### config.mk
export PLATFORM = sky130hd
export DESIGN_NAME = cache_top
export DESIGN_NICKNAME = d
export VERILOG_FILES = /design/src/hw/cache_pkg.sv /design/src/hw/cache_data_ram.sv /design/src/hw/cache_fa_srrip_ctrl.sv /design/src/hw/cache_top.sv /design/src/hw/srrip_line_ctrl.sv /design/src/hw/tag_cam.sv /design/src/hw/word_fifo.sv
export SDC_FILE = /design/constraint.sdc
export NUM_CORES = 2
export LEC_CHECK = 0
export BUFFER_PORTS_ARGS = -buffer_cell sky130_fd_sc_hd__buf_2
export CAP_MARGIN = 20
export CORE_MARGIN = 2
export CORE_UTILIZATION = 40
export DETAILED_ROUTE_END_ITERATION = 10
export GPL_TIMING_DRIVEN = 0
export SLEW_MARGIN = 20
export SYNTH_ARGS = -nofsm -noshare
export SYNTH_HDL_FRONTEND = slang
export SYNTH_HIERARCHICAL = 1
export SYNTH_SLANG_ARGS = --single-unit
### constraint.sdc
create_clock -name clock_i -period 8 [get_ports clock_i]
set_input_delay 0.4 -clock clock_i [delete_from_list [all_inputs] [get_ports clock_i]]
set_output_delay 0.4 -clock clock_i [all_outputs]
set_load 0.05 [all_outputs]
### src/hw/cache_pkg.sv
package cache_pkg;

	// ----------------------------------------
	// geometry
	localparam int N_LINES        = 8;
	localparam int WORDS_PER_LINE = 4;
	localparam int BW_LINE        = 3;	// log2 of N_LINES
	localparam int BW_OFFSET      = 2;	// log2 of WORDS_PER_LINE
	localparam int BW_WORD        = 32;
	localparam int BW_WORD_ADDR   = 16;
	localparam int BW_TAG         = BW_WORD_ADDR - BW_OFFSET;	// block number
	localparam int BW_RAM_ADDR    = BW_LINE + BW_OFFSET;	// {line, offset}
	localparam int RAM_WORDS      = N_LINES * WORDS_PER_LINE;

	// ----------------------------------------
	// replacement
	localparam int RRPV_BW = 2;
	localparam logic [RRPV_BW-1:0] RRPV_MAX    = {RRPV_BW{1'b1}};	// distant
	localparam logic [RRPV_BW-1:0] RRPV_INSERT = RRPV_MAX - 1'b1;	// long

	// buffering
	localparam int FIFO_DEPTH  = 4;
	localparam int BW_FIFO_PTR = 2;	// log2 of FIFO_DEPTH

	// ----------------------------------------
	// vector types
	typedef logic [BW_WORD-1:0]      word_t;
	typedef logic [BW_TAG-1:0]       tag_t;
	typedef logic [BW_LINE-1:0]      line_t;
	typedef logic [BW_OFFSET-1:0]    offset_t;
	typedef logic [BW_WORD_ADDR-1:0] word_addr_t;
	typedef logic [BW_RAM_ADDR-1:0]  ram_addr_t;
	typedef logic [RRPV_BW-1:0]      rrpv_t;

endpackage

### src/hw/cache_data_ram.sv
`timescale 1ns/1ps

module cache_data_ram (
	input  logic                 clock_i,
	input  logic                 we_i,
	input  cache_pkg::ram_addr_t addr_i,	// {line, offset}
	input  cache_pkg::word_t     wdata_i,
	output cache_pkg::word_t     rdata_o
);

	cache_pkg::word_t mem_q [cache_pkg::RAM_WORDS];

	// single port, read returns old data on a write
	always_ff @(posedge clock_i) begin
		if (we_i) begin
			mem_q[addr_i] <= wdata_i;
		end
		rdata_o <= mem_q[addr_i];	// registered read
	end

endmodule

### src/hw/cache_fa_srrip_ctrl.sv
`timescale 1ns/1ps

module cache_fa_srrip_ctrl (
	input  logic                  clock_i,
	input  logic                  resetn_i,
	// core
	input  logic                  core_req_i,
	input  logic                  core_rw_i,	// 1 = store
	input  cache_pkg::word_addr_t core_addr_i,
	input  cache_pkg::word_t      core_wdata_i,
	output logic                  core_done_o,
	output cache_pkg::word_t      core_rdata_o,
	// memory command
	output logic                  mem_cmd_valid_o,
	input  logic                  mem_cmd_ready_i,
	output logic                  mem_cmd_write_o,
	output cache_pkg::word_addr_t mem_cmd_addr_o,	// block start
	// fill and writeback FIFOs
	input  logic                  fill_valid_i,
	output logic                  fill_ready_o,
	input  cache_pkg::word_t      fill_data_i,
	output logic                  wb_valid_o,
	input  logic                  wb_ready_i,
	output cache_pkg::word_t      wb_data_o,
	// tag CAM
	output cache_pkg::tag_t       cam_search_tag_o,
	output logic                  cam_write_o,
	output cache_pkg::line_t      cam_line_o,
	output cache_pkg::tag_t       cam_write_tag_o,
	input  logic                  cam_hit_i,
	input  cache_pkg::line_t      cam_hit_line_i,
	input  cache_pkg::tag_t       cam_line_tag_i,
	// replacement
	output logic                  srrip_hit_o,
	output cache_pkg::line_t      srrip_hit_line_o,
	output logic                  srrip_miss_o,
	input  logic                  srrip_done_i,
	input  cache_pkg::line_t      srrip_victim_i,
	// data RAM
	output logic                  ram_we_o,
	output cache_pkg::ram_addr_t  ram_addr_o,
	output cache_pkg::word_t      ram_wdata_o,
	input  cache_pkg::word_t      ram_rdata_i,
	// performance
	output logic                  flag_hit_o,
	output logic                  flag_miss_o,
	output logic                  flag_writeback_o
);

	typedef enum logic [2:0] {
		st_lookup, st_wait_mem, st_wait_victim, st_writeback, st_refill
	} ctrl_state_e;

	ctrl_state_e                 state_q;
	logic                        busy_q, done_q;	// hit pipeline stages
	logic                        replay_q, rw_q;	// held request after a miss
	logic [cache_pkg::N_LINES-1:0] dirty_q;
	cache_pkg::line_t            line_q, victim_q, hit_line_q;
	logic                        victim_vld_q;
	cache_pkg::offset_t          cnt_q;	// word within the block
	logic                        rd_wait_q;	// RAM read in flight
	logic                        wb_pend_q;	// write command waiting for mem_cmd
	cache_pkg::word_addr_t       wb_addr_q, cmd_addr_q;
	logic                        cmd_valid_q, cmd_write_q;
	logic                        ram_we_q;
	cache_pkg::ram_addr_t        ram_addr_q;
	cache_pkg::word_t            ram_wdata_q;
	logic                        flag_hit_q, flag_miss_q, flag_wb_q;

	cache_pkg::tag_t             req_tag;
	cache_pkg::offset_t          req_offset, next_cnt;
	cache_pkg::line_t            victim_sel;
	logic                        victim_rdy, accept, rw_sel, last_word;
	logic                        fill_fire, wb_fire, cmd_free;

	assign req_tag    = core_addr_i[cache_pkg::BW_WORD_ADDR-1:cache_pkg::BW_OFFSET];
	assign req_offset = core_addr_i[cache_pkg::BW_OFFSET-1:0];
	assign victim_rdy = victim_vld_q | srrip_done_i;	// done may come early
	assign victim_sel = srrip_done_i ? srrip_victim_i : victim_q;
	assign accept     = core_req_i & ~busy_q & ~done_q & (state_q == st_lookup);
	assign rw_sel     = replay_q ? rw_q : core_rw_i;
	assign next_cnt   = cnt_q + 1'b1;
	assign last_word  = (cnt_q == cache_pkg::offset_t'(cache_pkg::WORDS_PER_LINE - 1));
	assign fill_ready_o = (state_q == st_refill);
	assign fill_fire  = fill_valid_i & fill_ready_o;
	assign wb_valid_o = (state_q == st_writeback) & ~rd_wait_q;	// rdata valid
	assign wb_data_o  = ram_rdata_i;
	assign wb_fire    = wb_valid_o & wb_ready_i;
	assign cmd_free   = ~cmd_valid_q | mem_cmd_ready_i;

	// tag written with the last fill word so the replay hits at once
	assign cam_search_tag_o = req_tag;
	assign cam_write_tag_o  = req_tag;
	assign cam_line_o       = line_q;
	assign cam_write_o      = fill_fire & last_word;

	// ----------------------------------------
	always_ff @(posedge clock_i) begin
		if (!resetn_i) begin
			state_q      <= st_lookup;
			{busy_q, done_q, replay_q, rw_q} <= '0;
			dirty_q      <= '0;
			victim_vld_q <= 1'b0;
			cnt_q        <= '0;
			rd_wait_q    <= 1'b0;
			wb_pend_q    <= 1'b0;
			cmd_valid_q  <= 1'b0;
			ram_we_q     <= 1'b0;
			{flag_hit_q, flag_miss_q, flag_wb_q} <= '0;
		end else begin
			done_q   <= busy_q;	// RAM read lands one cycle after busy
			busy_q   <= 1'b0;
			ram_we_q <= 1'b0;
			{flag_hit_q, flag_miss_q, flag_wb_q} <= '0;
			if (cmd_valid_q && mem_cmd_ready_i) cmd_valid_q <= 1'b0;
			if (srrip_done_i) begin
				victim_vld_q <= 1'b1;
				victim_q     <= srrip_victim_i;
			end
			// pending writeback takes mem_cmd once free
			if (wb_pend_q && cmd_free) begin
				cmd_valid_q <= 1'b1;
				cmd_write_q <= 1'b1;
				cmd_addr_q  <= wb_addr_q;
				wb_pend_q   <= 1'b0;
			end
			case (state_q)
				st_lookup: if (accept) begin
					replay_q <= 1'b0;
					if (cam_hit_i) begin
						busy_q      <= 1'b1;
						ram_addr_q  <= {cam_hit_line_i, req_offset};
						ram_we_q    <= rw_sel;
						ram_wdata_q <= core_wdata_i;
						if (rw_sel) dirty_q[cam_hit_line_i] <= 1'b1;
						flag_hit_q  <= ~replay_q;	// replay is not a new access
						hit_line_q  <= cam_hit_line_i;
					end else begin
						flag_miss_q <= 1'b1;	// also starts the victim search
						rw_q        <= core_rw_i;
						state_q     <= st_wait_mem;
					end
				end
				st_wait_mem: if (!wb_pend_q && cmd_free) begin
					cmd_valid_q <= 1'b1;	// block read
					cmd_write_q <= 1'b0;
					cmd_addr_q  <= {req_tag, cache_pkg::offset_t'(0)};
					state_q     <= st_wait_victim;
				end
				st_wait_victim: if (victim_rdy) begin
					victim_vld_q        <= 1'b0;
					line_q              <= victim_sel;
					dirty_q[victim_sel] <= 1'b0;
					cnt_q               <= '0;
					if (dirty_q[victim_sel]) begin
						flag_wb_q  <= 1'b1;
						ram_addr_q <= {victim_sel, cache_pkg::offset_t'(0)};
						rd_wait_q  <= 1'b1;
						state_q    <= st_writeback;
					end else begin
						state_q <= st_refill;	// clean, just overwrite
					end
				end
				st_writeback: if (rd_wait_q) begin
					rd_wait_q <= 1'b0;
				end else if (wb_fire) begin
					if (cnt_q == '0) begin
						wb_addr_q <= {cam_line_tag_i, cache_pkg::offset_t'(0)};
						wb_pend_q <= 1'b1;	// first word is in the FIFO
					end
					cnt_q <= next_cnt;
					if (last_word) begin
						state_q <= st_refill;
					end else begin
						ram_addr_q <= {line_q, next_cnt};
						rd_wait_q  <= 1'b1;
					end
				end
				st_refill: if (fill_fire) begin
					ram_we_q    <= 1'b1;
					ram_addr_q  <= {line_q, cnt_q};
					ram_wdata_q <= fill_data_i;
					cnt_q       <= next_cnt;
					if (last_word) begin
						replay_q <= 1'b1;
						state_q  <= st_lookup;
					end
				end
				default: state_q <= st_lookup;
			endcase
		end
	end

	assign core_done_o      = done_q;
	assign core_rdata_o     = ram_rdata_i;
	assign mem_cmd_valid_o  = cmd_valid_q;
	assign mem_cmd_write_o  = cmd_write_q;
	assign mem_cmd_addr_o   = cmd_addr_q;
	assign srrip_hit_o      = flag_hit_q;
	assign srrip_hit_line_o = hit_line_q;
	assign srrip_miss_o     = flag_miss_q;
	assign ram_we_o         = ram_we_q;
	assign ram_addr_o       = ram_addr_q;
	assign ram_wdata_o      = ram_wdata_q;
	assign flag_hit_o       = flag_hit_q;
	assign flag_miss_o      = flag_miss_q;
	assign flag_writeback_o = flag_wb_q;

endmodule

### src/hw/cache_top.sv
`timescale 1ns/1ps

module cache_top (
	input  logic                  clock_i,
	input  logic                  resetn_i,
	input  logic                  core_req_i,
	input  logic                  core_rw_i,
	input  cache_pkg::word_addr_t core_addr_i,
	input  cache_pkg::word_t      core_wdata_i,
	output logic                  core_done_o,
	output cache_pkg::word_t      core_rdata_o,
	output logic                  mem_cmd_valid_o,
	input  logic                  mem_cmd_ready_i,
	output logic                  mem_cmd_write_o,
	output cache_pkg::word_addr_t mem_cmd_addr_o,
	input  logic                  mem_fill_valid_i,
	output logic                  mem_fill_ready_o,
	input  cache_pkg::word_t      mem_fill_data_i,
	output logic                  mem_wb_valid_o,
	input  logic                  mem_wb_ready_i,
	output cache_pkg::word_t      mem_wb_data_o,
	output logic                  flag_hit_o,
	output logic                  flag_miss_o,
	output logic                  flag_writeback_o
);

	// ----------------------------------------
	logic                 fill_valid, fill_ready, wb_valid, wb_ready;
	cache_pkg::word_t     fill_data, wb_data;
	cache_pkg::tag_t      cam_search_tag, cam_write_tag, cam_line_tag;
	logic                 cam_write, cam_hit;
	cache_pkg::line_t     cam_line, cam_hit_line;
	logic                 srrip_hit, srrip_miss, srrip_done;
	cache_pkg::line_t     srrip_hit_line, srrip_victim;
	logic                 ram_we;
	cache_pkg::ram_addr_t ram_addr;
	cache_pkg::word_t     ram_wdata, ram_rdata;

	cache_fa_srrip_ctrl u_ctrl (
		.clock_i, .resetn_i,
		.core_req_i, .core_rw_i, .core_addr_i, .core_wdata_i, .core_done_o, .core_rdata_o,
		.mem_cmd_valid_o, .mem_cmd_ready_i, .mem_cmd_write_o, .mem_cmd_addr_o,
		.fill_valid_i(fill_valid), .fill_ready_o(fill_ready), .fill_data_i(fill_data),
		.wb_valid_o(wb_valid), .wb_ready_i(wb_ready), .wb_data_o(wb_data),
		.cam_search_tag_o(cam_search_tag), .cam_write_o(cam_write), .cam_line_o(cam_line),
		.cam_write_tag_o(cam_write_tag), .cam_hit_i(cam_hit), .cam_hit_line_i(cam_hit_line),
		.cam_line_tag_i(cam_line_tag),
		.srrip_hit_o(srrip_hit), .srrip_hit_line_o(srrip_hit_line), .srrip_miss_o(srrip_miss),
		.srrip_done_i(srrip_done), .srrip_victim_i(srrip_victim),
		.ram_we_o(ram_we), .ram_addr_o(ram_addr), .ram_wdata_o(ram_wdata),
		.ram_rdata_i(ram_rdata),
		.flag_hit_o, .flag_miss_o, .flag_writeback_o
	);

	tag_cam u_cam (
		.clock_i, .resetn_i,
		.search_tag_i(cam_search_tag), .write_i(cam_write), .line_i(cam_line),
		.write_tag_i(cam_write_tag), .hit_o(cam_hit), .hit_line_o(cam_hit_line),
		.line_tag_o(cam_line_tag)
	);

	srrip_line_ctrl u_srrip (
		.clock_i, .resetn_i,
		.hit_i(srrip_hit), .hit_line_i(srrip_hit_line), .miss_i(srrip_miss),
		.done_o(srrip_done), .victim_o(srrip_victim)
	);

	cache_data_ram u_ram (
		.clock_i, .we_i(ram_we), .addr_i(ram_addr), .wdata_i(ram_wdata), .rdata_o(ram_rdata)
	);

	// memory to controller
	word_fifo u_fill_fifo (
		.clock_i, .resetn_i,
		.in_valid_i(mem_fill_valid_i), .in_ready_o(mem_fill_ready_o), .in_data_i(mem_fill_data_i),
		.out_valid_o(fill_valid), .out_ready_i(fill_ready), .out_data_o(fill_data)
	);

	// controller to memory
	word_fifo u_wb_fifo (
		.clock_i, .resetn_i,
		.in_valid_i(wb_valid), .in_ready_o(wb_ready), .in_data_i(wb_data),
		.out_valid_o(mem_wb_valid_o), .out_ready_i(mem_wb_ready_i), .out_data_o(mem_wb_data_o)
	);

endmodule

### src/hw/srrip_line_ctrl.sv
`timescale 1ns/1ps

module srrip_line_ctrl (
	input  logic             clock_i,
	input  logic             resetn_i,
	input  logic             hit_i,
	input  cache_pkg::line_t hit_line_i,
	input  logic             miss_i,	// starts a victim search
	output logic             done_o,	// one cycle, victim_o valid
	output cache_pkg::line_t victim_o
);

	cache_pkg::rrpv_t rrpv_q [cache_pkg::N_LINES];
	logic             searching_q;
	logic             done_q;
	cache_pkg::line_t victim_q;

	logic             found;
	cache_pkg::line_t found_line;
	logic             search_active;

	assign search_active = miss_i | searching_q;	// miss cycle is the first try

	// lowest-index line at distant value
	always_comb begin
		found      = 1'b0;
		found_line = '0;
		for (int i = cache_pkg::N_LINES - 1; i >= 0; i--) begin
			if (rrpv_q[i] == cache_pkg::RRPV_MAX) begin
				found      = 1'b1;
				found_line = cache_pkg::line_t'(i);
			end
		end
	end

	// ----------------------------------------
	always_ff @(posedge clock_i) begin
		if (!resetn_i) begin
			for (int i = 0; i < cache_pkg::N_LINES; i++) begin
				rrpv_q[i] <= cache_pkg::RRPV_MAX;	// empty lines go first
			end
			searching_q <= 1'b0;
			done_q      <= 1'b0;
		end else begin
			done_q <= 1'b0;
			if (hit_i) begin
				rrpv_q[hit_line_i] <= '0;	// near re-reference
			end
			if (search_active) begin
				if (found) begin
					rrpv_q[found_line] <= cache_pkg::RRPV_INSERT;
					victim_q           <= found_line;
					done_q             <= 1'b1;
					searching_q        <= 1'b0;
				end else begin
					// age all lines, none is at max so no wrap
					for (int i = 0; i < cache_pkg::N_LINES; i++) begin
						rrpv_q[i] <= rrpv_q[i] + 1'b1;
					end
					searching_q <= 1'b1;
				end
			end
		end
	end

	assign done_o   = done_q;
	assign victim_o = victim_q;

endmodule

### src/hw/tag_cam.sv
`timescale 1ns/1ps

module tag_cam (
	input  logic             clock_i,
	input  logic             resetn_i,
	input  cache_pkg::tag_t  search_tag_i,	// lookup key
	input  logic             write_i,
	input  cache_pkg::line_t line_i,	// write and readback index
	input  cache_pkg::tag_t  write_tag_i,
	output logic             hit_o,
	output cache_pkg::line_t hit_line_o,
	output cache_pkg::tag_t  line_tag_o	// tag stored at line_i
);

	cache_pkg::tag_t            tags_q [cache_pkg::N_LINES];
	logic [cache_pkg::N_LINES-1:0] valid_q;

	// tag store
	always_ff @(posedge clock_i) begin
		if (!resetn_i) begin
			valid_q <= '0;
		end else if (write_i) begin
			valid_q[line_i] <= 1'b1;
		end
		if (write_i) begin
			tags_q[line_i] <= write_tag_i;	// tag payload, valid bit guards it
		end
	end

	// ----------------------------------------
	// parallel match over all valid entries
	always_comb begin
		hit_o      = 1'b0;
		hit_line_o = '0;
		// walk downward so lowest index wins
		for (int i = cache_pkg::N_LINES - 1; i >= 0; i--) begin
			if (valid_q[i] && (tags_q[i] == search_tag_i)) begin
				hit_o      = 1'b1;
				hit_line_o = cache_pkg::line_t'(i);
			end
		end
	end

	assign line_tag_o = tags_q[line_i];	// victim tag for writeback address

endmodule

### src/hw/word_fifo.sv
`timescale 1ns/1ps

module word_fifo (
	input  logic             clock_i,
	input  logic             resetn_i,
	input  logic             in_valid_i,
	output logic             in_ready_o,	// low when full
	input  cache_pkg::word_t in_data_i,
	output logic             out_valid_o,	// low when empty
	input  logic             out_ready_i,
	output cache_pkg::word_t out_data_o
);

	cache_pkg::word_t                mem_q [cache_pkg::FIFO_DEPTH];
	logic [cache_pkg::BW_FIFO_PTR-1:0] wr_ptr_q;
	logic [cache_pkg::BW_FIFO_PTR-1:0] rd_ptr_q;
	logic [cache_pkg::BW_FIFO_PTR:0]   count_q;	// one bit wider, holds full

	logic push;
	logic pop;

	assign in_ready_o  = (count_q != cache_pkg::FIFO_DEPTH);
	assign out_valid_o = (count_q != '0);
	assign out_data_o  = mem_q[rd_ptr_q];	// head word
	assign push        = in_valid_i & in_ready_o;
	assign pop         = out_valid_o & out_ready_i;

	// ----------------------------------------
	always_ff @(posedge clock_i) begin
		if (!resetn_i) begin
			wr_ptr_q <= '0;
			rd_ptr_q <= '0;
			count_q  <= '0;
		end else begin
			if (push) begin
				wr_ptr_q <= wr_ptr_q + 1'b1;	// wraps, depth is a power of two
			end
			if (pop) begin
				rd_ptr_q <= rd_ptr_q + 1'b1;
			end
			if (push && !pop) begin
				count_q <= count_q + 1'b1;
			end else if (pop && !push) begin
				count_q <= count_q - 1'b1;
			end
		end
		if (push) begin
			mem_q[wr_ptr_q] <= in_data_i;
		end
	end

endmodule
==> impl_metrics.yaml <==
sta:
  hold_slack_ps: 65.2
  clock-skew-final_ps: 24.0
  finalMaxSlewViolations: 0
  max_clock_freq_mhz: 232
  setup_slack_ps: 3680
  period_minus_slack_ps: 4320
  finalCritPeriodShare_pct: 54.0
  setup_viol: 0
  tightest_slew_ps: 1260
  hold_viol_final: 0
  slew_headroom_pct: 15.3
  setup_tns_ps: 0
  rsz0062_at_grt: "no"
synthesis:
  yosys_warnings: 6
  avgSynthCellArea_sq_um: 17.6
  synth_top_area_share_pct: 70.5
  yosys-top-cells-area: "edfxtp_1 (70%), mux2i_1 (8.9%), dfxtp_1 (3.2%), o22ai_1 (2.6%), mux4_2 (2.2%)"
  seq_area_frac_synth_pct: 73.7
  syn-num-nets: 3680
  yosys_register_bits: 1573
  synth_area_sq_um: 62700
  syn_inst: 3571
  synth-async-reset-ratio_pct: 0
  ys.flop_type: "edfxtp_1"
  synth_top_area_cell: "edfxtp_1"
  synth_edf_count: 1472
  yosysUniqueCellTypes: 96
critical_path:
  required_ps: 8490
  crit_path_end_kind: "flop"
  crit_path_start_kind: "flop"
  path_class: "flop to flop"
  cp_max_fo: 10
  cp_data_arrival_time_ps: 4800
cts:
  cts-root-buf: "clkbuf_16"
  htreeDepth: 4
  clk_pin_slew_ps: 60
  clkSinkCount: 1573
  clock_latency_ps: 790
  cts_buffer_depth: 3
  post_cts_buffers: 0
  cts_tree: "built"
  numCtsBuffers: 164
route:
  wire_per_inst_microns: 24.7
  drt_iter0_drc: 3110
  drc_errors: 0
  postRouteAntennaNets: 0
  routed_via_density: 5.40
  routed_wirelength_microns: 155000
  dr.pass1.iters: 5
  vias: 33900
power_and_ir_drop:
  power.internal_mw: 14.3
  comb_power_share_pct: 11.7
  power_frac_seq_pct: 49.7
  p_switching_mw: 4.66
  p_leak_nw: 25.5
  peakVddDrop_mv: 0.189
  switching_share_pct: 24.6
  p_per_area_nw_per_um2: 256
  p_clk_share_pct: 38.6
place:
  place_ws_ps: 3760
  placedCellCount: 5873
  port_buffers: 174
  gp_congestion: 0.825
  place_area_sq_um: 67800
  hpwlAfterDp_microns: 105000
global_route:
  grtUsageTotal_pct: 19.2
  grt_pass1_wl_microns: 224000
  antenna_found_initial: 7
  grt-ovfl-total: 0
  grt_max_degree: 33
  grt_pass1_vias: 33500
flow_run:
  cap_violations: 0
finish:
  fin_area_sq_um: 74100
  instances_no_fill: 6276
  area_growth_pct: 18.2
  nets: 4194
  layout-drive-gt1-share_pct: 22.5
run_status:
  outcome: "finished clean"
floorplan:
  fp-row-count: 145
  die_x_microns: 400
  core_area_sq_um: 156000
  ios: 175
  dieArea_sq_um: 160000
  start_util_pct: 40.2
  dieHeight_microns: 400
hold_path:
  min_path_type: "primary input to flop"
## sequential cells by signal (all words and copies together) (netlist names), 3 cells and up, named ones only
register / flops
u_ram/mem_q: 1024
u_fill_fifo/mem_q: 128
u_wb_fifo/mem_q: 128
u_cam/tags_q: 112
u_ctrl/ram_wdata_o: 32
u_ram/rdata_o: 32
u_ctrl/mem_cmd_addr_o: 16
u_srrip/rrpv_q: 16
u_ctrl/wb_addr_q: 14
u_cam/valid_q: 8
u_ctrl/dirty_q: 8
u_ctrl/ram_addr_o: 5
u_ctrl/cam_line_o: 3
u_ctrl/srrip_hit_line_o: 3
u_ctrl/state_q: 3
u_ctrl/victim_q: 3
u_fill_fifo/count_q: 3
u_srrip/victim_o: 3
u_wb_fifo/count_q: 3
## kinds of logic (layout without fill, tap and decap cells)
kind of cell	Yosys count	after routing	share of synthesized area [%]
fa+ha+maj	22	22	0.463
other cells	0	4	0
compound gates	444	444	4.79
buf+inv	310	953	3.20
simple gates	412	412	3.64
mux	686	686	12.5
flops	1573	1573	73.7
xor+xnor	124	124	1.74
## worst paths after layout
check	start	end	slack [ps]	cells past startpoint
worst max-delay path	u_ctrl/ram_addr_o[1]$_DFFE_PP_	u_ram/mem_q[27][17]$_DFFE_PP_	3680	9
worst min-delay path	core_wdata_i[1]	u_ctrl/ram_wdata_o[1]$_DFFE_PP_	70	2
worst max register to register	u_ctrl/ram_addr_o[1]$_DFFE_PP_	u_ram/mem_q[27][17]$_DFFE_PP_	3680	9
worst min register to register	u_cam/valid_q[7]$_SDFFE_PN0P_	u_cam/valid_q[7]$_SDFFE_PN0P_	470	1
## power groups by stage
stage	logic (mW)	clock network [mW]	registers, mW
floorplan	1.40	0	9.66
finish	2.22	7.32	9.42
CTS	2.16	7.47	9.47
detailed placement	2.13	0	9.64
global route	2.36	7.79	9.45
global placement	2.06	0	9.64
## routing by layer
layer / share of wire [%] / wire, microns / up-vias / global-route usage [%]
met5: 0 / 0 / - / 0
met2: 46 / 71400 / 1249 / 30.0
met1: 44 / 68700 / 17200 / 27.4
met4: 2.0 / 3080 / 0 / 5.20
met3: 7.7 / 11900 / 199 / 3.81
li1: - / - / 15200 / -
## synthesized netlist by cell type, drive strengths merged, types with 3 or more instances
cell / count
nand4bb: 7
nand3: 25
o22a: 14
o211ai: 8
and3: 7
a211oi: 3
nand4b: 6
clkbuf: 42
nor3: 20
or3: 8
a31oi: 5
and2: 20
o31ai: 13
a21boi: 5
xnor2: 122
or4b: 5
o311ai: 7
a22oi: 25
o41ai: 3
edfxtp: 1472
or3b: 4
dfxtp: 101
mux2i: 558
ha: 20
inv: 16
nand4: 27
nand3b: 6
o21ai: 30
o21a: 13
mux2: 62
o22ai: 259
nor4: 79
nor2b: 13
nand2: 86
buf: 251
o32ai: 3
mux4: 66
or4: 5
nor2: 80
nand2b: 6
a21oi: 35
o221ai: 4
## area by class of cell
cell class | instances | area, sq um
clock inverters | 68 | 653
clock buffers | 227 | 4490
diodes | 4 | 10.0
plain buffers | 293 | 1940
multi-input cells | 1688 | 14800
repair buffers | 348 | 3360
well taps | 2058 | 2570
fillers | 13100 | 81900
flip-flops and latches | 1573 | 46200
inverters | 17 | 63.8
## metrics by stage
stage | total power, mW | util (%)
5_1_grt | 19.6 | 47.5
2_1_floorplan | 11.1 | -
6_report | 19.0 | 47.5
4_1_cts | 19.1 | 47.3
3_5_place_dp | 11.8 | 43.5
3_3_place_gp | 11.7 | 42.4
## cell usage in the layout (no fill, tap or decap), drive strengths merged, types with 23 or more instances in the layout
cell type    Yosys  final
a21oi           35     35
a22oi           25     25
buf            251    518
clkbuf          42    271
clkinv           1     49
dfxtp          101    101
dlygate4sd3      0     79
edfxtp        1472   1472
inv             16     23
mux2            62     62
mux2i          558    558
mux4            66     66
nand2           86     86
nand3           25     25
nand4           27     27
nor2            80     80
nor4            79     79
o21ai           30     30
o22ai          259    259
xnor2          122    122
## repair_timing
item / 4_1_cts / 5_1_grt
hold endpoints to repair: 271 / 0
hold buffers: 79 / 0
resized for setup: 0 / 0
## critical path, stage by stage, from the launching register on
cell and delay, ps:
edfxtp_1 320, clkbuf_2 170, buf_2 350, buf_2 480, buf_2 480, nand3_1 680, nor3_2 840, buf_4 330
buf_4 190, buf_6 160
Power figures use the tool's default switching activity.
